==> config.mk <==
export PLATFORM = sky130hd
export DESIGN_NAME = host_port
export DESIGN_NICKNAME = d
export VERILOG_FILES = /design/src/hw/host_port.sv
export VERILOG_INCLUDE_DIRS = /design/src /design/src/hw
export SDC_FILE = /design/constraint.sdc
export NUM_CORES = 1
export LEC_CHECK = 0
export ABC_AREA = 1
export BUFFER_PORTS_ARGS = -buffer_cell sky130_fd_sc_hd__buf_2
export CAP_MARGIN = 20
export CELL_PAD_IN_SITES_DETAIL_PLACEMENT = 0
export CELL_PAD_IN_SITES_GLOBAL_PLACEMENT = 1
export CORE_AREA = 2 2 63 65
export CTS_BUF_LIST = sky130_fd_sc_hd__clkbuf_16
export DETAILED_ROUTE_END_ITERATION = 12
export DIE_AREA = 0 0 65 67
export PLACE_DENSITY_LB_ADDON = 0.05
export REMOVE_ABC_BUFFERS = 1
export SYNTH_ARGS = -nofsm -noshare
export SYNTH_HDL_FRONTEND = slang
export SYNTH_SLANG_ARGS = --single-unit
==> constraint.sdc <==
create_clock -name sys_clock_i -period 3.3 [get_ports sys_clock_i]
set_input_delay 0.165 -clock sys_clock_i [delete_from_list [all_inputs] [get_ports sys_clock_i]]
set_output_delay 0.165 -clock sys_clock_i [all_outputs]
set_load 0.005 [all_outputs]
==> src/hw/pet_config.svh <==
// Build-time parameters of the PET bus core.
// PET_FRAME_CYCLES must be a power of two no larger than 4 to fit phase_t,
// and PET_CPU_SLOT must be at least 1.
// Region and page values assume the stock 16-bit PET memory map.

`ifndef PET_CONFIG_SVH
`define PET_CONFIG_SVH

`define PET_ADDR_WIDTH 16
`define PET_DATA_WIDTH 8

// System clocks per CPU clock, and the phase in which the CPU owns the RAM
`define PET_FRAME_CYCLES 4
`define PET_CPU_SLOT 1

// Top nibble where write-protected ROM begins ($B000)
`define PET_ROM_REGION 4'hB
`define PET_IO_PAGE 8'hE8

`endif

==> src/hw/host_port.sv <==
// Host request/response port with a single access in flight.
// A new request is accepted only when nothing is pending or unread.
// Writes answer with the byte written; the response holds until taken.

`include "pet_config.svh"

module host_port (
    input  logic                       sys_clock_i,
    input  logic                       rst_i,
    input  logic                       host_valid_i,
    output logic                       host_ready_o,
    input  logic [`PET_ADDR_WIDTH-1:0] host_addr_i,
    input  logic [`PET_DATA_WIDTH-1:0] host_wdata_i,
    input  logic                       host_we_i,
    output logic                       host_rvalid_o,
    input  logic                       host_rready_i,
    output logic [`PET_DATA_WIDTH-1:0] host_rdata_o,
    output logic                       hreq_o,
    output logic                       hwe_o,
    output logic [`PET_ADDR_WIDTH-1:0] haddr_o,
    output logic [`PET_DATA_WIDTH-1:0] hwdata_o,
    input  logic                       hgnt_i,
    input  logic [`PET_DATA_WIDTH-1:0] mem_rdata_i,
    input  logic                       mem_rvalid_i
);

    localparam logic [1:0] ST_IDLE = 2'd0;
    localparam logic [1:0] ST_WAIT = 2'd1;
    localparam logic [1:0] ST_RESP = 2'd2;

    logic [1:0]                 state_q;
    logic                       we_q;
    logic [`PET_ADDR_WIDTH-1:0] addr_q;
    logic [`PET_DATA_WIDTH-1:0] wdata_q;
    logic [`PET_DATA_WIDTH-1:0] rdata_q;

    always_ff @(posedge sys_clock_i) begin
        if (rst_i) begin
            state_q <= ST_IDLE;
        end else begin
            case (state_q)
                ST_IDLE: if (host_valid_i) state_q <= ST_WAIT;
                ST_WAIT: if (hgnt_i) state_q <= ST_RESP;
                ST_RESP: if (host_rready_i) state_q <= ST_IDLE;
                default: state_q <= ST_IDLE;
            endcase
        end
    end

    always_ff @(posedge sys_clock_i) begin
        if (host_ready_o && host_valid_i) begin
            we_q    <= host_we_i;
            addr_q  <= host_addr_i;
            wdata_q <= host_wdata_i;
        end
        if (mem_rvalid_i) begin
            rdata_q <= mem_rdata_i;
        end
    end

    assign host_ready_o  = (state_q == ST_IDLE);
    assign hreq_o        = (state_q == ST_WAIT);
    assign hwe_o         = we_q;
    assign haddr_o       = addr_q;
    assign hwdata_o      = wdata_q;
    assign host_rvalid_o = (state_q == ST_RESP);
    // First response cycle takes the byte straight from RAM
    assign host_rdata_o  = mem_rvalid_i ? mem_rdata_i : rdata_q;

    a_resp_stable: assert property (
        @(posedge sys_clock_i) disable iff (rst_i)
        host_rvalid_o && !host_rready_i |=> host_rvalid_o && $stable(host_rdata_o)
    );

endmodule

==> flow_summary.toml <==
[synth]
synth_ff_type = "edfxtp_1"
ys_seq_area_share_pct = 84.35
synth_cells = 72
synth.distinct_cells = 13
synth_area_leaders = "edfxtp_1 (67%), dfxtp_1 (18%), inv_1 (3.7%), o21ai_0 (3.6%), nand2_1 (2.7%)"
ys_warn_count = 0
yosysMostFrequentCell = "edfxtp_1"
synth_top_area_share_pct = 66.59
synth_commonest_cells = "edfxtp_1 (25), inv_1 (11), dfxtp_1 (10)"
avgSynthCellArea_um2 = 15.66
synth-seq-cells = 35
synth_area_um2 = 1127
ys_async_sr_fraction_pct = 0
synth_edf_count = 25
yosysTopAreaCell = "edfxtp_1"

[die]
fp-row-count = 22
dieArea_um2 = 4355
coreArea_um2 = 3606
initial_utilization_pct = 31.26
dieHeight_um = 67
ioPinCount = 75
die_x_um = 65

[sta]
hold_viol_final = 0
tightest_slew_ns = 0.8918
timing.final.crit_share_pct = 47.55
setup_tns_ns = 0
setup_viol = 0
worst_slack_ns = 1.731
slew_headroom_pct = 40.48
fin_skew_ns = 0.0006575
timing.fmax_mhz = 637.2
final_max_slew_viol_count = 0
rsz0062_at_grt = "no"
fin_crit_ns = 1.569

[setup_path]
reg2reg_depth = 3
crit_arrival_ns = 1.46
regToRegEndpoint = "hwdata_o[0]$_DFFE_PP_"
cp.required_ns = 3.19
crit_path_end_kind = "register"
startpoint = "state_q[1]$_SDFFE_PP0P_"
regToRegSetupSlack_ns = 1.73
r2r_start = "state_q[1]$_SDFFE_PP0P_"
cp-start-kind = "register"
critical_path_class = "reg -> reg"
critical_path.max_fanout = 25

[grt]
grt_pass1_vias = 707
antenna_found_initial = 0
grt_max_degree = 26
grt_pass1_wl_mm = 3.049
overflow = 0
grtUsageTotal_pct = 9.967

[place]
place.gp.congestion = 0.6558
place_area_um2 = 1546
port_buffers = 74
post-place-ws_ns = 1.699
dp.final_hpwl_mm = 1.546
dp.cells = 193

[clock_network]
post_cts_buffers = 0
cts_buffers = 5
path_clk_slew_ns = 0.05
clockBufferDepth = 2
hold_buffers = 0
clk_latency_ns = 0.27
cts_tree = "built"
cts.repair.resized = 0
htreeDepth = 2
root_buffer = "clkbuf_16"
cts_sinks = 35

[route]
vias = 799
vias_per_cell = 3.995
drt_wl_total_mm = 2.039
drc = 0
ant_nets = 0
wl_per_cell_um = 10.20
drt_iter0_drc = 51
dr.pass1.iters = 3

[finish]
fin_area_um2 = 1680
diodes = 0
nNetsFinal = 191
syn_to_final_growth_pct = 49.06
fillCellCount = 346
drive_above_1_share_pct = 54.61
fin_cells = 200

[pwr]
vdd_drop_max_uv = 218.7
p_per_area_nw_per_um2 = 607.3
total_power_mw = 1.020
leakagePower_nw = 0.7769

[min_path]
whs_path_depth = 1
min_to = "haddr_o[6]$_DFFE_PP_"
min_from = "host_addr_i[6]"
worstHoldPathType = "in -> reg"

[flow_run]
cap_violations = 0

[run_status]
status = "finished, final reports clean"
[sequential cells by signal (all words and copies together) (netlist names)]
| register | cells |
|---|---|
| state_q | 2 |
| rdata_q | 8 |
| hwe_o | 1 |
| haddr_o | 16 |
| hwdata_o | 8 |
[how the worst max path moves through the flow]
stage	endpoint	slack, ns	cells after the start
floorplan	haddr_o[0]$_DFFE_PP_	1.88	3
global placement	haddr_o[14]$_DFFE_PP_	1.72	3
detailed placement	haddr_o[3]$_DFFE_PP_	1.70	3
CTS	haddr_o[12]$_DFFE_PP_	1.69	3
global route	hwdata_o[7]$_DFFE_PP_	1.56	3
finish	hwdata_o[0]$_DFFE_PP_	1.73	3
[through the flow]
| step | hold slack, ns | util, % |
|---|---|---|
| floorplan | 0.2274 | - |
| global placement | 0.3415 | 42.89 |
| detailed placement | 0.3434 | 42.89 |
| CTS | 0.06410 | 46.60 |
| global route | 0.05621 | 46.60 |
| finish | 0.07195 | 46.60 |
[cell usage in the layout, fill, tap and decap left out, types with 2 or more instances in the layout]
| master | n |
|---|---|
| nand3b_1 | 2 |
| buf_2 | 74 |
| dfxtp_1 | 10 |
| nand2_1 | 8 |
| edfxtp_1 | 25 |
| nor2_1 | 2 |
| inv_1 | 11 |
| clkbuf_16 | 5 |
| o21ai_0 | 8 |
[per-layer routing]
layer	track usage, %	wire [um]	vias to the layer above
li1	-	-	404
met1	10.62	816	347
met2	15.46	961	43
met3	4.223	213	5
met4	7.979	47	0
met5	0	0	-
[layout make-up]
| class | instances | area [um2] | area share (%) |
|---|---|---|---|
| inverters | 11 | 41.29 | 2.457 |
| clock buffers | 5 | 125.1 | 7.446 |
| multi-input cells | 25 | 123.9 | 7.372 |
| clock inverters | 2 | 8.758 | 0.5212 |
| well taps | 48 | 60.06 | 3.574 |
| repair buffers | 74 | 370.4 | 22.04 |
| flip-flops and latches | 35 | 950.9 | 56.59 |
[power breakdown]
| part | internal, mW | switching, mW |
|---|---|---|
| clock network | 0.270 | 0.149 |
| registers | 0.509 | 0.00789 |
| logic | 0.0423 | 0.0419 |
[logic make-up after synthesis]
kind of cell    Yosys count  share of synthesized area, %
flops                    35                         84.35
compound gates           10                         4.772
buf+inv                  12                         4.661
simple gates             15                         6.216
[worst max-delay path: stages (launching register included)]
cell,delay (ns)
dfxtp_1,0.33
nor2_2,0.13
nand2_2,0.07
inv_1,0.65
Power figures use the tool's default switching activity.
