### src/hw/pet_config.svh
// Build-time parameters of the PET bus core.
// PET_FRAME_CYCLES must be a power of two no larger than 4 to fit phase_t,
// and PET_CPU_SLOT must be at least 1.
// Region and page values assume the stock 16-bit PET memory map.

`ifndef PET_CONFIG_SVH
`define PET_CONFIG_SVH

`define PET_ADDR_WIDTH 16
`define PET_DATA_WIDTH 8

// System clocks per CPU clock, and the phase in which the CPU owns the RAM
`define PET_FRAME_CYCLES 4
`define PET_CPU_SLOT 1

// Top nibble where write-protected ROM begins ($B000)
`define PET_ROM_REGION 4'hB
`define PET_IO_PAGE 8'hE8

`endif

### src/hw/pet_pkg.sv
// Types shared by the PET bus core and its testbench.
// The address union assumes an address wider than 8 bits.
// Region decoding uses the top nibble only.

`include "pet_config.svh"

package pet_pkg;

    // Position inside a CPU frame
    typedef logic [$clog2(`PET_FRAME_CYCLES)-1:0] phase_t;

    // One CPU address, seen flat, as page/offset or as region/offset
    typedef union packed {
        logic [`PET_ADDR_WIDTH-1:0] flat;
        struct packed {
            logic [`PET_ADDR_WIDTH-9:0] page;
            logic [7:0]                 offset;
        } page_view;
        struct packed {
            logic [3:0]                 region;
            logic [`PET_ADDR_WIDTH-5:0] offset;
        } region_view;
    } cpu_addr_u;

endpackage

### src/hw/bus_arbiter.sv
// Fixed-slot arbiter for the shared RAM.
// The CPU owns its slot outright; the host gets every other cycle it asks for,
// and the CPU slot too when the CPU is idle.
// RAM read data is returned one cycle after the grant to its owner only.

`include "pet_config.svh"

module bus_arbiter
    import pet_pkg::*;
(
    input  logic                       sys_clock_i,
    input  logic                       rst_i,
    input  phase_t                     phase_i,
    input  logic                       cpu_req_i,
    input  logic                       cpu_we_i,
    input  logic [`PET_ADDR_WIDTH-1:0] cpu_addr_i,
    input  logic [`PET_DATA_WIDTH-1:0] cpu_wdata_i,
    input  logic                       hreq_i,
    input  logic                       hwe_i,
    input  logic [`PET_ADDR_WIDTH-1:0] haddr_i,
    input  logic [`PET_DATA_WIDTH-1:0] hwdata_i,
    output logic                       hgnt_o,
    output logic                       cpu_rvalid_o,
    output logic                       host_rvalid_o,
    output logic [`PET_DATA_WIDTH-1:0] mem_rdata_o,
    output logic                       ram_en_o,
    output logic                       ram_we_o,
    output logic [`PET_ADDR_WIDTH-1:0] ram_addr_o,
    output logic [`PET_DATA_WIDTH-1:0] ram_wdata_o,
    input  logic [`PET_DATA_WIDTH-1:0] ram_rdata_i
);

    logic cpu_slot;
    logic cpu_gnt;
    logic cpu_pend_q;
    logic host_pend_q;

    assign cpu_slot = (phase_i == phase_t'(`PET_CPU_SLOT));
    assign cpu_gnt  = cpu_req_i && cpu_slot;
    assign hgnt_o   = hreq_i && !cpu_gnt;

    assign ram_en_o    = cpu_gnt || hgnt_o;
    assign ram_we_o    = cpu_gnt ? cpu_we_i : (hgnt_o && hwe_i);
    assign ram_addr_o  = cpu_gnt ? cpu_addr_i : haddr_i;
    assign ram_wdata_o = cpu_gnt ? cpu_wdata_i : hwdata_i;

    // Owner of the access now in the RAM output register
    always_ff @(posedge sys_clock_i) begin
        if (rst_i) begin
            cpu_pend_q  <= 1'b0;
            host_pend_q <= 1'b0;
        end else begin
            cpu_pend_q  <= cpu_gnt;
            host_pend_q <= hgnt_o;
        end
    end

    assign cpu_rvalid_o  = cpu_pend_q;
    assign host_rvalid_o = host_pend_q;
    assign mem_rdata_o   = ram_rdata_i;

    // A CPU request outside its slot would be dropped
    a_cpu_never_refused: assert property (
        @(posedge sys_clock_i) disable iff (rst_i)
        cpu_req_i |-> cpu_slot
    );

endmodule

### config.mk
export PLATFORM = sky130hd
export DESIGN_NAME = bus_arbiter
export DESIGN_NICKNAME = d
export VERILOG_FILES = /design/src/hw/pet_pkg.sv /design/src/hw/bus_arbiter.sv
export VERILOG_INCLUDE_DIRS = /design/src /design/src/hw
export SDC_FILE = /design/constraint.sdc
export NUM_CORES = 1
export LEC_CHECK = 0
export ABC_CLOCK_PERIOD_IN_PS = 1250
export BUFFER_PORTS_ARGS = -buffer_cell sky130_fd_sc_hd__buf_2
export CAP_MARGIN = 0
export CORE_MARGIN = 4
export CORE_UTILIZATION = 21
export CTS_CLUSTER_DIAMETER = 120
export DETAILED_ROUTE_END_ITERATION = 6
export GPL_ROUTABILITY_DRIVEN = 1
export GPL_TIMING_DRIVEN = 0
export PLACE_DENSITY = 0.74
export SKIP_LAST_GASP = 1
export SLEW_MARGIN = 20
export SYNTH_ARGS = -nofsm -noshare
export SYNTH_HDL_FRONTEND = slang
export SYNTH_SLANG_ARGS = --single-unit
### constraint.sdc
create_clock -name sys_clock_i -period 1.25 [get_ports sys_clock_i]
set_clock_uncertainty 0.2 [all_clocks]
set_input_delay 0.25 -clock sys_clock_i [delete_from_list [all_inputs] [get_ports sys_clock_i]]
set_output_delay 0.25 -clock sys_clock_i [all_outputs]
set_load 0.01 [all_outputs]
==> results.cfg <==
[timing]
worst_pin_slew_ps = 146
fin_crit_sh_pct = 131
slew_headroom_pct = 90.0
slew_violations = 0
fmax_mhz = 611
whs_ps = 125
rsz0062_at_grt = yes
fin_crit_ps = 1640
layout_setup_ws_ps = -388
hold_violations = 0
setup_viol = 27

[global_routing]
track_usage_pct = 13.4
first_global_vias = 808
antenna_found_initial = 0
grt_max_degree = 11
grt_remaining_overflow = 0
grt_pass1_wl_um = 3430

[power]
ir_worst_vdd_uv = 254
total_power_uw = 603
power_leakage_nw = 0.708
p_per_area_nw_per_um2 = 508

[layout]
drive_gt1_share_pct = 93.8
final_area_sq_um = 1190
diodes = 0
area_growth_pct = 148
fillers = 194
fin_nets = 211

[worst_setup_path]
arrival_ps = 1190
critical_path.endpoint_type = output pin
startpoint = phase_i[1]
worstPathMaxFanout = 4
start_kind = input port
cpPeakStageDelay_ps = 250
crit_chain = buf_6, nand3b_4, buf_8, bufbuf_16, mux2i_1, buf_2
critical_path_class = input port to output pin
crit_slowest_cell = bufbuf_16
cp_data_required_time_ps = 800

[logic_synthesis]
synth_top_area_share_pct = 44.6
synth.area.top_cells = mux2_2 45%, mux2_4 16%, buf_4 13%
async_reset_ff_share_pct = 0
syn_avg_cell_area_sq_um = 10.6
synth_edf_count = 0
syn_nets = 109
ys_types = 14
seq_area_frac_synth_pct = 8.36
synth_most_common_cell = mux2_2
syn_inst = 45
synth_commonest_cells = 19 x mux2_2, 8 x buf_4, 5 x mux2_4, 2 x buf_6, 2 x dfxtp_1
yosys.area.top_type = mux2_2
yosysWarnings = 0
synthesis.area_sq_um = 479
ys_ff_latch = 2
synthFlopType = dfxtp_1

[die]
ios = 101
fp.dieW_um = 55.8
core_area_sq_um = 2190
die_h_um = 55.8
row_count = 17
die-area_sq_um = 3110
start_util_pct = 21.9

[placement]
dp_hpwl_um = 1840
postPlaceCellArea_sq_um = 978
port-buffer-count = 92
place_congestion = 0.718
dp_slack_ps = -418

[routing]
firstDrtPassIters = 4
wl_per_cell_um = 12.6
postRouteWirelength_um = 2170
num_vias = 724
viasPerCell = 4.18
drc_errors = 0
ant_nets = 0
drt-initial-drc-count = 15

[status]
violations = setup timing
status = complete, but fails checks

[clock_network]
cts_root_buffer = clkbuf_4
cts_tree = done
cts.sinks = 2
clk_pin_slew_ps = 30
cts_buffers = 3
htreeDepth = 1
clock_path_buffers = 2

[min_path]
hold_path_class = input port to register
hold_depth = 2
min_to = host_rvalid_o$_SDFF_PP0_
min-delay-start = hreq_i

[run]
drv_cap = 0
[state kept, by name, summed over array words and instances, names as in the netlist]
signal	flops
host_rvalid_o	1
cpu_rvalid_o	1
[timing repair]
| action | CTS | global route |
|---|---|---|
| pin swaps | 0 | 0 |
| endpoints found under the setup margin | 27 | 28 |
| hold buffers | 1 | 0 |
| gates cloned | 1 | 0 |
| buffers inserted | 3 | 0 |
| resized for setup | 19 | 0 |
| hold endpoints to repair | 1 | 0 |
[worst max-delay path by stage]
stage	to	cells after the start
6_report	ram_we_o	6
5_1_grt	ram_we_o	6
4_1_cts	ram_wdata_o[4]	6
3_5_place_dp	ram_wdata_o[4]	6
3_3_place_gp	ram_wdata_o[3]	6
2_1_floorplan	ram_wdata_o[1]	4
[stage by stage]
stage	std cells	utilization, %	setup TNS (ps)
floorplan	45	-	-2810
global placement	165	44.7	-8720
detailed placement	165	44.7	-9120
global route	173	54.2	-9850
finish	173	54.2	-8990
CTS	173	54.2	-9070
[per-layer routing]
| layer | global-route usage [%] | vias to the layer above | routed length (um) |
|---|---|---|---|
| met3 | 6.50 | 0 | 353 |
| li1 | - | 351 | - |
| met5 | 0 | - | 0 |
| met2 | 26.7 | 65 | 1160 |
| met4 | 3.13 | 0 | 0 |
| met1 | 11.7 | 308 | 654 |
[report_power, final]
part / switching, mW / internal, mW / leakage [nW]
registers: 0.000508 / 0.0670 / 0.0164
logic: 0.139 / 0.257 / 0.678
clock network: 0.0335 / 0.106 / 0.0138
[logic make-up (layout without fill, tap and decap cells)]
kind of cell  after synthesis  count (layout)  share of synthesized area (%)
mux                        25              25                           62.4
simple gates                6               6                           10.2
buf+inv                    12             112                           19.1
flops                       2               2                           8.36
[worst max-delay path: cells and delay by family]
family	cells	cell delay [ps]
multiplexers	1	160
buffers and inverters	4	640
AND/OR/NAND/NOR	1	150
[layout make-up]
class	count	area, sq um	area share, %
clock buffers	3	22.5	1.90
plain buffers	11	97.6	8.22
inverters	1	3.75	0.316
well taps	28	35.0	2.95
multi-input cells	31	350	29.5
repair buffers	97	638	53.7
flip-flops and latches	2	40.0	3.37
[layout by cell type, fill, tap and decap left out]
cell / count
nor2_1: 1
buf_2: 76
mux2i_1: 1
mux2_2: 19
nand2_1: 1
dfxtp_1: 2
bufbuf_16: 1
nand3b_4: 1
clkbuf_4: 3
and3b_1: 1
buf_6: 16
buf_4: 11
inv_1: 1
buf_8: 2
buf_12: 1
dlygate4sd3_1: 1
mux2_4: 5
and2_4: 1
nand2b_1: 1
Power figures use the tool's default switching activity.
