`config.mk`:
```
export PLATFORM = sky130hd
export DESIGN_NAME = cpu_port
export DESIGN_NICKNAME = d
export VERILOG_FILES = /design/src/hw/pet_pkg.sv /design/src/hw/cpu_port.sv
export VERILOG_INCLUDE_DIRS = /design/src /design/src/hw
export SDC_FILE = /design/constraint.sdc
export NUM_CORES = 1
export LEC_CHECK = 0
export ABC_AREA = 1
export BUFFER_PORTS_ARGS = -buffer_cell sky130_fd_sc_hd__buf_2
export CORE_AREA = 2 2 62 64
export CTS_BUF_LIST = sky130_fd_sc_hd__clkbuf_4 sky130_fd_sc_hd__clkbuf_8
export DETAILED_ROUTE_END_ITERATION = 8
export DIE_AREA = 0 0 64 66
export HOLD_SLACK_MARGIN = 0.03
export PLACE_DENSITY = 0.82
export SLEW_MARGIN = 20
export SYNTH_ARGS = -nofsm -noshare
export SYNTH_HDL_FRONTEND = slang
export SYNTH_SLANG_ARGS = --single-unit
```
`constraint.sdc`:
```
create_clock -name sys_clock_i -period 1.4 [get_ports sys_clock_i]
set_input_delay 0.28 -clock sys_clock_i [delete_from_list [all_inputs] [get_ports sys_clock_i]]
set_output_delay 0.28 -clock sys_clock_i [all_outputs]
set_load 0.03 [all_outputs]
```
`src/hw/pet_config.svh`:
```
// Build-time parameters of the PET bus core.
// PET_FRAME_CYCLES must be a power of two no larger than 4 to fit phase_t,
// and PET_CPU_SLOT must be at least 1.
// Region and page values assume the stock 16-bit PET memory map.

`ifndef PET_CONFIG_SVH
`define PET_CONFIG_SVH

`define PET_ADDR_WIDTH 16
`define PET_DATA_WIDTH 8

// System clocks per CPU clock, and the phase in which the CPU owns the RAM
`define PET_FRAME_CYCLES 4
`define PET_CPU_SLOT 1

// Top nibble where write-protected ROM begins ($B000)
`define PET_ROM_REGION 4'hB
`define PET_IO_PAGE 8'hE8

`endif

```
`src/hw/pet_pkg.sv`:
```
// Types shared by the PET bus core and its testbench.
// The address union assumes an address wider than 8 bits.
// Region decoding uses the top nibble only.

`include "pet_config.svh"

package pet_pkg;

    // Position inside a CPU frame
    typedef logic [$clog2(`PET_FRAME_CYCLES)-1:0] phase_t;

    // One CPU address, seen flat, as page/offset or as region/offset
    typedef union packed {
        logic [`PET_ADDR_WIDTH-1:0] flat;
        struct packed {
            logic [`PET_ADDR_WIDTH-9:0] page;
            logic [7:0]                 offset;
        } page_view;
        struct packed {
            logic [3:0]                 region;
            logic [`PET_ADDR_WIDTH-5:0] offset;
        } region_view;
    } cpu_addr_u;

endpackage

```
`src/hw/cpu_port.sv`:
```
// CPU side of the shared bus.
// CPU inputs must hold for the whole frame; they are sampled at the end of
// the phase before the CPU slot.
// Writes to ROM or the I/O page never become memory requests.
// Read data shows up while the CPU clock is high and holds to the next frame.

`include "pet_config.svh"

module cpu_port
    import pet_pkg::*;
(
    input  logic                       sys_clock_i,
    input  logic                       rst_i,
    input  phase_t                     phase_i,
    input  logic [`PET_ADDR_WIDTH-1:0] cpu_addr_i,
    input  logic [`PET_DATA_WIDTH-1:0] cpu_data_i,
    input  logic                       cpu_we_i,
    input  logic [`PET_DATA_WIDTH-1:0] io_data_i,
    output logic [`PET_DATA_WIDTH-1:0] cpu_data_o,
    output logic                       io_cs_o,
    output logic                       req_o,
    output logic                       req_we_o,
    output logic [`PET_ADDR_WIDTH-1:0] req_addr_o,
    output logic [`PET_DATA_WIDTH-1:0] req_wdata_o,
    input  logic [`PET_DATA_WIDTH-1:0] mem_rdata_i,
    input  logic                       mem_rvalid_i
);

    localparam phase_t SAMPLE_PHASE = phase_t'(`PET_CPU_SLOT - 1);
    localparam phase_t SLOT_PHASE   = phase_t'(`PET_CPU_SLOT);
    localparam phase_t LAST_PHASE   = phase_t'(`PET_FRAME_CYCLES - 1);

    cpu_addr_u                  addr_d;
    cpu_addr_u                  addr_q;
    logic                       is_io;
    logic                       is_rom;
    logic                       req_q;
    logic                       io_q;
    logic                       we_q;
    logic [`PET_DATA_WIDTH-1:0] wdata_q;
    logic [`PET_DATA_WIDTH-1:0] rdata_q;

    // Page view for the I/O test, region view for the ROM test
    assign addr_d.flat = cpu_addr_i;
    assign is_io  = (addr_d.page_view.page == `PET_IO_PAGE);
    assign is_rom = (addr_d.region_view.region >= `PET_ROM_REGION) && !is_io;

    always_ff @(posedge sys_clock_i) begin
        if (rst_i) begin
            req_q <= 1'b0;
            io_q  <= 1'b0;
        end else if (phase_i == SAMPLE_PHASE) begin
            req_q <= !is_io && !(is_rom && cpu_we_i);
            io_q  <= is_io;
        end else begin
            req_q <= 1'b0;
            // Chip select drops once the frame is over
            if (phase_i == LAST_PHASE) begin
                io_q <= 1'b0;
            end
        end
    end

    always_ff @(posedge sys_clock_i) begin
        if (phase_i == SAMPLE_PHASE) begin
            addr_q  <= addr_d;
            we_q    <= cpu_we_i;
            wdata_q <= cpu_data_i;
        end
        if (mem_rvalid_i) begin
            rdata_q <= mem_rdata_i;
        end else if (io_q && phase_i == SLOT_PHASE) begin
            rdata_q <= io_data_i;
        end
    end

    // RAM data passes through in the cycle it arrives
    assign cpu_data_o  = mem_rvalid_i ? mem_rdata_i : rdata_q;
    assign io_cs_o     = io_q;
    assign req_o       = req_q;
    assign req_we_o    = we_q;
    assign req_addr_o  = addr_q.flat;
    assign req_wdata_o = wdata_q;

    a_req_in_slot: assert property (
        @(posedge sys_clock_i) disable iff (rst_i)
        req_o |-> phase_i == SLOT_PHASE
    );

endmodule

```
==> impl_metrics.py, run 1 <==
metrics = {
    "status": {
        "outcome": "complete, no violations",
    },
    "detailed_routing": {
        "wl_um": 2900,
        "avgRoutedWirePerCell_um": 12.1,
        "vias": 1031,
        "initialDrtViolationCount": 46,
        "vias_per_cell": 4.30,
        "ant_nets": 0,
        "drt-pass1-iter-count": 4,
        "drc_errors": 0,
    },
    "yosys": {
        "synth_top_area_share_pct": 72.9,
        "syn_inst": 105,
        "syn_nets": 153,
        "ys_top_cells_by_area": "edfxtp_1 73%, nand2_1 12%, dfxtp_1 2.9%",
        "yosysSeqAreaShare_pct": 75.9,
        "syn_avg_cell_area_um2": 12.9,
        "synth_cell_types": 14,
        "yosysWarnings": 0,
        "synth_area_um2": 1360,
        "ys_seq_elements": 35,
        "yosys.area.top_type": "edfxtp_1",
    },
    "critical_path": {
        "path_cells": "nand2_2, nand2_1, buf_2",
        "cp-end-kind": "output port",
        "cp_max_fo": 1,
        "crit_family": "flip-flops",
        "path_buf_inv": 1,
        "critical_path.max_stage_delay_ns": 0.39,
        "cp.required_ns": 1.12,
        "cp-start-kind": "flip-flop",
        "crit_arrival_ns": 1.03,
        "crit_type": "flip-flop to output port",
        "crit_slowest_cell": "edfxtp_1",
    },
    "final_layout": {
        "drive_above_1_share_pct": 49.0,
        "area_delta_synth_final_pct": 37.5,
        "n_antenna_cell": 0,
        "fin_util_pct": 52.6,
        "fin_cells": 240,
        "nets": 239,
        "fill_cells": 330,
    },
    "timing": {
        "max_freq_mhz": 766,
        "setup_slack_ns": 0.0939,
        "skew_ns": 0.00803,
        "final.setup.tns_ns": 0,
        "slew_headroom_pct": 78.4,
        "hold_violations": 0,
        "worst_pin_slew_ns": 0.323,
        "rsz0062_at_grt": "false",
        "finalCriticalPeriod_ns": 1.31,
        "timing.final.crit_share_pct": 93.3,
        "finalSetupViolations": 0,
        "finalMaxSlewViolations": 0,
    },
    "clocking": {
        "root_buffer": "clkbuf_4",
        "cts_hold_buf": 0,
        "post-cts-setup-buffer-count": 0,
        "clock-sinks": 35,
        "ctsResizeCount": 0,
        "clkSlewWorstSetupHoldPaths_ns": 0.12,
        "clkLatencyLatePin_ns": 0.34,
        "htreeDepth": 2,
        "cts_buffers": 5,
        "tritoncts": "done",
        "cts_max_path_buffers": 2,
    },
    "floorplanning": {
        "initial_utilization_pct": 38.3,
        "die_h_um": 66,
        "rows": 22,
        "core_um2": 3550,
        "dieArea_um2": 4220,
        "die-width_um": 64,
        "io_pins": 81,
    },
    "placed_design": {
        "place_congestion": 0.665,
        "dp_cells": 232,
        "numPortBuffers": 80,
        "place_hpwl_um": 2230,
        "post-place-ws_ns": 0.156,
    },
    "global_routing": {
        "grt_pass1_vias": 953,
        "grt_max_degree": 28,
        "grt_overflow": 0,
        "antenna_found_initial": 0,
        "grt_pass1_wl_um": 4600,
        "grt_usage_pct": 15.2,
    },
    "pwr": {
        "ir_drop_mv": 0.531,
        "leakage_nw": 0.903,
        "p_per_area_nw_per_um2": 1160,
        "total_power_w": 0.00217,
    },
    "min_path": {
        "hp-class": "primary input to flip-flop",
    },
    "job": {
        "maxCapViolCount": 0,
    },
}
[final cells by class]
type / instances / area [µm²] / share of cell area [%]
Clock buffer: 5 / 37.5 / 2.01
Clock inverter: 3 / 20.0 / 1.07
Sequential cell: 35 / 1030 / 55.2
Multi-Input combinational cell: 59 / 258 / 13.8
Timing Repair Buffer: 81 / 420 / 22.5
Tap cell: 48 / 60.1 / 3.22
Inverter: 9 / 41.3 / 2.21
[report_power, final]
group	total, W	switching [W]	internal, W	leakage [nW]
Combinational	0.000381	0.000259	0.000122	0.544
Sequential	0.00124	0.0000178	0.00122	0.331
Clock	0.000548	0.000356	0.000192	0.0288
[cells in the final DEF, fill, tap and decap left out, drive strengths merged]
cell,instances
buf,81
nand2,48
edfxtp,33
inv,9
clkbuf,5
nor2,4
a21oi,2
nand3,2
dfxtp,2
ha,2
clkinv,2
o21ai,1
clkinvlp,1
[worst paths after layout]
path	startpoint	to	slack (ns)	cells past startpoint
hold reg to reg	io_cs_o	io_cs_o	0.57	2
setup / recovery	rdata_q[5]	cpu_data_o[5]	0.09	3
setup reg to reg	io_cs_o	rdata_q[5]	0.40	2
hold / removal	cpu_data_i[3]	req_wdata_o[3]	0.09	1
[flip-flops by register name, indices dropped and copies added (netlist names)]
signal       flops
io_cs_o          1
rdata_q          8
req_wdata_o      8
req_we_o         1
req_addr_o      16
req_o            1
[cells in the mapped netlist]
library cell,count
nor2_1,3
inv_8,1
nand2_1,45
ha_1,2
edfxtp_1,33
buf_6,1
nand2_2,3
nand3_1,2
dfxtp_1,2
buf_12,1
nor2_2,1
o21ai_0,1
inv_1,8
a21oi_1,2
[per-stage QoR]
stage                     hold slack, ns  cell area (µm²)
final                             0.0888             1870
after global routing              0.0658             1870
after CTS                         0.0837             1870
after detailed placement           0.459             1810
after global placement             0.457             1810
after floorplan                    0.379             1360
[metal layers]
metal,GRT usage (%),vias up,wire length [µm]
li1,-,519,-
met1,17.4,465,1220
met2,25.0,41,1450
met3,4.77,6,168
met4,8.97,0,74
met5,0,-,0
[cells by family after synthesis]
kind of cell	share of synthesized area (%)
simple gates	15.8
flops	75.9
buf+inv	5.34
compound gates	1.10
fa+ha+maj	1.84
Note: power is estimated with default switching activity, not from simulation.
==> inputs of run 2 (changes only) <==
Settings changed: BUFFER_PORTS_ARGS -buffer_cell sky130_fd_sc_hd__buf_2 to not set, CORE_AREA 2 2 62 64 to 2 2 52 54, DIE_AREA 0 0 64 66 to 0 0 54 56, DONT_BUFFER_PORTS set to 1, PLACE_DENSITY 0.82 to 0.81.
==> impl_metrics.py, run 2 (synthesis gave the netlist of run 1 again) <==
metrics = {
    "status": {
        "outcome": "complete, no violations",
    },
    "detailed_routing": {
        "vias": 888,
        "vias_per_cell": 5.29,
        "drt-pass1-iter-count": 4,
        "ant_nets": 0,
        "wl_um": 2910,
        "avgRoutedWirePerCell_um": 17.3,
        "initialDrtViolationCount": 64,
        "drc_errors": 0,
    },
    "clocking": {
        "clkLatencyLatePin_ns": 0.32,
        "tritoncts": "done",
        "cts_hold_buf": 0,
        "post-cts-setup-buffer-count": 0,
        "cts_max_path_buffers": 2,
        "clkSlewWorstSetupHoldPaths_ns": 0.09,
        "root_buffer": "clkbuf_4",
        "clock-sinks": 35,
        "htreeDepth": 2,
        "cts_buffers": 5,
        "ctsResizeCount": 0,
    },
    "final_layout": {
        "layout_commonest_cell": "nand2_1",
        "nets": 185,
        "design_area_um2": 1710,
        "largest_reg_flops": 16,
        "n_antenna_cell": 0,
        "drive_above_1_share_pct": 11.6,
        "area_delta_synth_final_pct": 25.5,
        "layout_common_cells": "45 x nand2_1, 33 x edfxtp_1, 25 x dlygate4sd3_1",
    },
    "floorplanning": {
        "core_um2": 2430,
        "io_pins": 81,
        "die_h_um": 56,
        "initial_utilization_pct": 55.9,
        "die-width_um": 54,
        "rows": 18,
        "dieArea_um2": 3020,
    },
    "critical_path": {
        "crit_type": "flip-flop to output port",
        "crit_arrival_ns": 1.00,
        "path_cells": "nand2_1, nand2_1",
        "crit_path_frequent_cell": "nand2_1",
        "cp.required_ns": 1.12,
        "cp-start-kind": "flip-flop",
        "cp-end-kind": "output port",
        "cp_max_fo": 1,
        "crit_slowest_cell": "edfxtp_1",
        "critical_path.max_stage_delay_ns": 0.41,
    },
    "pwr": {
        "clockPowerShare_pct": 26.1,
        "p_int_w": 0.00157,
        "p_seq_share_pct": 64.2,
        "leakage_nw": 0.702,
        "power_frac_comb_pct": 9.6,
        "swShare_pct": 25.8,
        "p_sw_w": 0.000547,
        "p_per_area_nw_per_um2": 1240,
        "total_power_w": 0.00212,
        "ir_drop_mv": 0.921,
    },
    "global_routing": {
        "grt_overflow": 0,
        "grt_pass1_vias": 751,
        "antenna_found_initial": 0,
        "grt_usage_pct": 18.2,
        "grt_max_degree": 28,
        "grt_pass1_wl_um": 3690,
    },
    "timing": {
        "hold_violations": 0,
        "finalCriticalPeriod_ns": 1.28,
        "finalMaxSlewViolations": 0,
        "timing.final.crit_share_pct": 91.3,
        "rsz0062_at_grt": "false",
        "finalSetupViolations": 0,
        "final.setup.tns_ns": 0,
        "max_freq_mhz": 782,
        "skew_ns": 0.00214,
        "slew_headroom_pct": 78.3,
        "worst_pin_slew_ns": 0.325,
    },
    "min_path": {
        "hp-class": "primary input to flip-flop",
    },
    "placed_design": {
        "placed_area_um2": 1400,
        "place_congestion": 0.641,
        "place_hpwl_um": 2090,
        "numPortBuffers": 0,
    },
    "job": {
        "maxCapViolCount": 0,
    },
}
-- run 2: changes by cell type in the layout (fill, tap and decap cells not counted), sizes merged --
cell / before / now
clkinv: 2 / 0
buf: 81 / 2
clkbuf: 5 / 8
dlygate4sd3: 0 / 25
clkinvlp: 1 / 0
-- run 2: path summary, 6_finish.rpt --
check,from,end,slack [ns],cells after the start
max,rdata_q[2],cpu_data_o[2],0.12,2
min,rst_i,io_cs_o,0.12,3
max reg2reg,io_cs_o,rdata_q[5],0.43,2
min reg2reg,io_cs_o,io_cs_o,0.72,3
-- run 2: layout make-up --
| cell class | count | area (µm²) |
|---|---|---|
| Clock buffer | 8 | 60.1 |
| Fill cell | 177 | 727 |
| Inverter | 9 | 41.3 |
| Multi-Input combinational cell | 59 | 258 |
| Sequential cell | 35 | 1030 |
| Tap cell | 30 | 37.5 |
| Timing Repair Buffer | 27 | 278 |
-- run 2: layer usage --
metal | part of all wire (%) | global-route usage, % | vias up | wire length, µm
met2 | 56 | 32.4 | 57 | 1620
li1 | - | - | 413 | -
met3 | 7.4 | 6.45 | 10 | 214
met5 | 0 | 0 | - | 0
met4 | 2.9 | 11.8 | 0 | 85
met1 | 34 | 16.3 | 408 | 987
-- run 2: stage by stage --
step	utilization (%)	std cells	setup slack, ns	hold slack [ns]
global route	70.1	168	0.0353	0.115
floorplan	-	105	0.226	0.379
detailed placement	57.4	135	0.259	0.379
finish	70.1	168	0.122	0.124
CTS	59.8	143	0.105	0.0339
global placement	57.4	135	0.319	0.379
-- run 2: power groups by stage --
stage	combinational [W]	clock (W)	sequential [W]
2_1_floorplan	0.000128	0	0.00138
5_1_grt	0.000223	0.000613	0.00137
3_5_place_dp	0.000148	0	0.00138
6_report	0.000204	0.000553	0.00136
3_3_place_gp	0.000141	0	0.00138
4_1_cts	0.000148	0.000565	0.00136
-- run 2: worst max-delay path, delay by kind of cell (launching register included) --
family / cells / cell delay (ns)
flip-flops: 1 / 0.41
AND/OR/NAND/NOR: 2 / 0.27
==> inputs of run 3 (changes only) <==
Settings changed: CTS_BUF_LIST sky130_fd_sc_hd__clkbuf_4 sky130_fd_sc_hd__clkbuf_8 to sky130_fd_sc_hd__clkbuf_4, REMOVE_ABC_BUFFERS set to 1, SKIP_CTS_REPAIR_TIMING set to 1.
==> impl_metrics.py, run 3 (synthesis gave the netlist of run 1 again) <==
metrics = {
    "critical_path": {
        "worstRegToRegCells": 2,
        "cp-end-kind": "output port",
        "r2r-start": "io_cs_o",
        "reg2reg_slack_ns": 0.43,
        "crit_type": "flip-flop to output port",
        "cp-startpoint": "rdata_q[4]",
        "cp.required_ns": 1.12,
        "cp-start-kind": "flip-flop",
        "crit_arrival_ns": 1.01,
        "r2r_end": "rdata_q[6]",
        "critPathCapture": "cpu_data_o[4]",
        "cp_max_fo": 1,
    },
    "pwr": {
        "power_frac_comb_pct": 9.7,
        "p_int_w": 0.00157,
        "ir_drop_mv": 1.20,
        "leakage_nw": 0.703,
        "swShare_pct": 26.4,
        "p_seq_share_pct": 63.7,
        "p_sw_w": 0.000564,
        "clockPowerShare_pct": 26.6,
        "p_per_area_nw_per_um2": 1250,
        "total_power_w": 0.00213,
    },
    "final_layout": {
        "largest_reg_flops": 16,
        "drive_above_1_share_pct": 10.9,
        "layout_commonest_cell": "nand2_1",
        "design_area_um2": 1700,
        "fin_util_pct": 70.0,
        "nets": 185,
        "area_delta_synth_final_pct": 25.3,
        "layout_common_cells": "45 x nand2_1, 33 x edfxtp_1, 25 x dlygate4sd3_1",
        "n_antenna_cell": 0,
    },
    "floorplanning": {
        "io_pins": 81,
        "die-width_um": 54,
        "initial_utilization_pct": 55.9,
        "rows": 18,
        "dieArea_um2": 3020,
        "die_h_um": 56,
        "core_um2": 2430,
    },
    "timing": {
        "max_freq_mhz": 773,
        "worst_pin_slew_ns": 0.346,
        "setup_slack_ns": 0.106,
        "finalCriticalPeriod_ns": 1.29,
        "rsz0062_at_grt": "false",
        "finalMaxSlewViolations": 0,
        "timing.final.crit_share_pct": 92.4,
        "skew_ns": 0.00788,
        "hold_violations": 0,
        "finalSetupViolations": 0,
        "slew_headroom_pct": 77.0,
    },
    "min_path": {
        "hp-class": "primary input to flip-flop",
        "worstHoldPathCells": 3,
    },
    "global_routing": {
        "grt_overflow": 0,
        "antenna_found_initial": 0,
        "grt_pass1_wl_um": 3830,
        "busiest_layer": "met2",
        "grt_use_met3_pct": 9.41,
        "grt_pass1_vias": 790,
        "grtUsageMet2_pct": 30.8,
        "grt_usage_pct": 18.9,
        "met1_usage_pct": 19.2,
        "grt_max_degree": 28,
    },
    "clocking": {
        "cts_buffers": 5,
        "cts_max_path_buffers": 2,
        "clkLatencyLatePin_ns": 0.33,
        "tritoncts": "done",
        "htreeDepth": 2,
        "clock-sinks": 35,
        "clkSlewWorstSetupHoldPaths_ns": 0.10,
        "root_buffer": "clkbuf_4",
    },
    "detailed_routing": {
        "drc_errors": 0,
        "drt-pass1-iter-count": 4,
        "vias": 884,
        "wl_um": 3120,
        "avgRoutedWirePerCell_um": 18.6,
        "ant_nets": 0,
        "vias_per_cell": 5.26,
        "initialDrtViolationCount": 42,
    },
    "placed_design": {
        "numPortBuffers": 0,
        "placed_area_um2": 1390,
        "post-place-ws_ns": 0.263,
        "place_congestion": 0.735,
    },
    "job": {
        "maxCapViolCount": 0,
    },
    "status": {
        "outcome": "complete, no violations",
    },
}
run 3: power by group through the flow:
| stage | Combinational, W | Clock (W) | Sequential (W) |
|---|---|---|---|
| 3_5_place_dp | 0.000149 | 0 | 0.00138 |
| 5_1_grt | 0.000226 | 0.000615 | 0.00137 |
| 3_3_place_gp | 0.000142 | 0 | 0.00138 |
| 2_1_floorplan | 0.000114 | 0 | 0.00138 |
| 4_1_cts | 0.000150 | 0.000569 | 0.00136 |
| 6_report | 0.000208 | 0.000567 | 0.00136 |
run 3: per-layer routing:
metal	routed length, µm	up-vias
li1	-	410
met5	0	-
met4	80	0
met2	1710	63
met3	274	8
met1	1050	403
run 3: cell type report:
cell class                 count  area [µm²]
clock buffer                   8        60.1
fill                         169         729
inverter                       9        41.3
multi-input combinational     59         255
sequential                    35        1030
tap                           30        37.5
timing repair buffer          27         278
run 3: critical path: stages (launching register included):
cell and delay (ns):
edfxtp_1 0.39, nand2_1 0.09, nand2_1 0.20
run 3: how the worst min path moves through the flow:
stage / from / end
6_report: rst_i / req_o
5_1_grt: io_data_i[5] / rdata_q[5]
4_1_cts: cpu_addr_i[15] / req_addr_o[15]
3_5_place_dp: cpu_data_i[5] / req_wdata_o[5]
3_3_place_gp: cpu_addr_i[1] / req_addr_o[1]
2_1_floorplan: cpu_addr_i[0] / req_addr_o[0]
run 3: per-stage QoR:
stage	hold WS, ns	instances	TNS, ns
2_1_floorplan	0.379	103	-0.786
3_3_place_gp	0.379	135	0
3_5_place_dp	0.379	135	0
4_1_cts	0.0245	143	0
5_1_grt	0.117	168	0
6_report	0.118	168	0
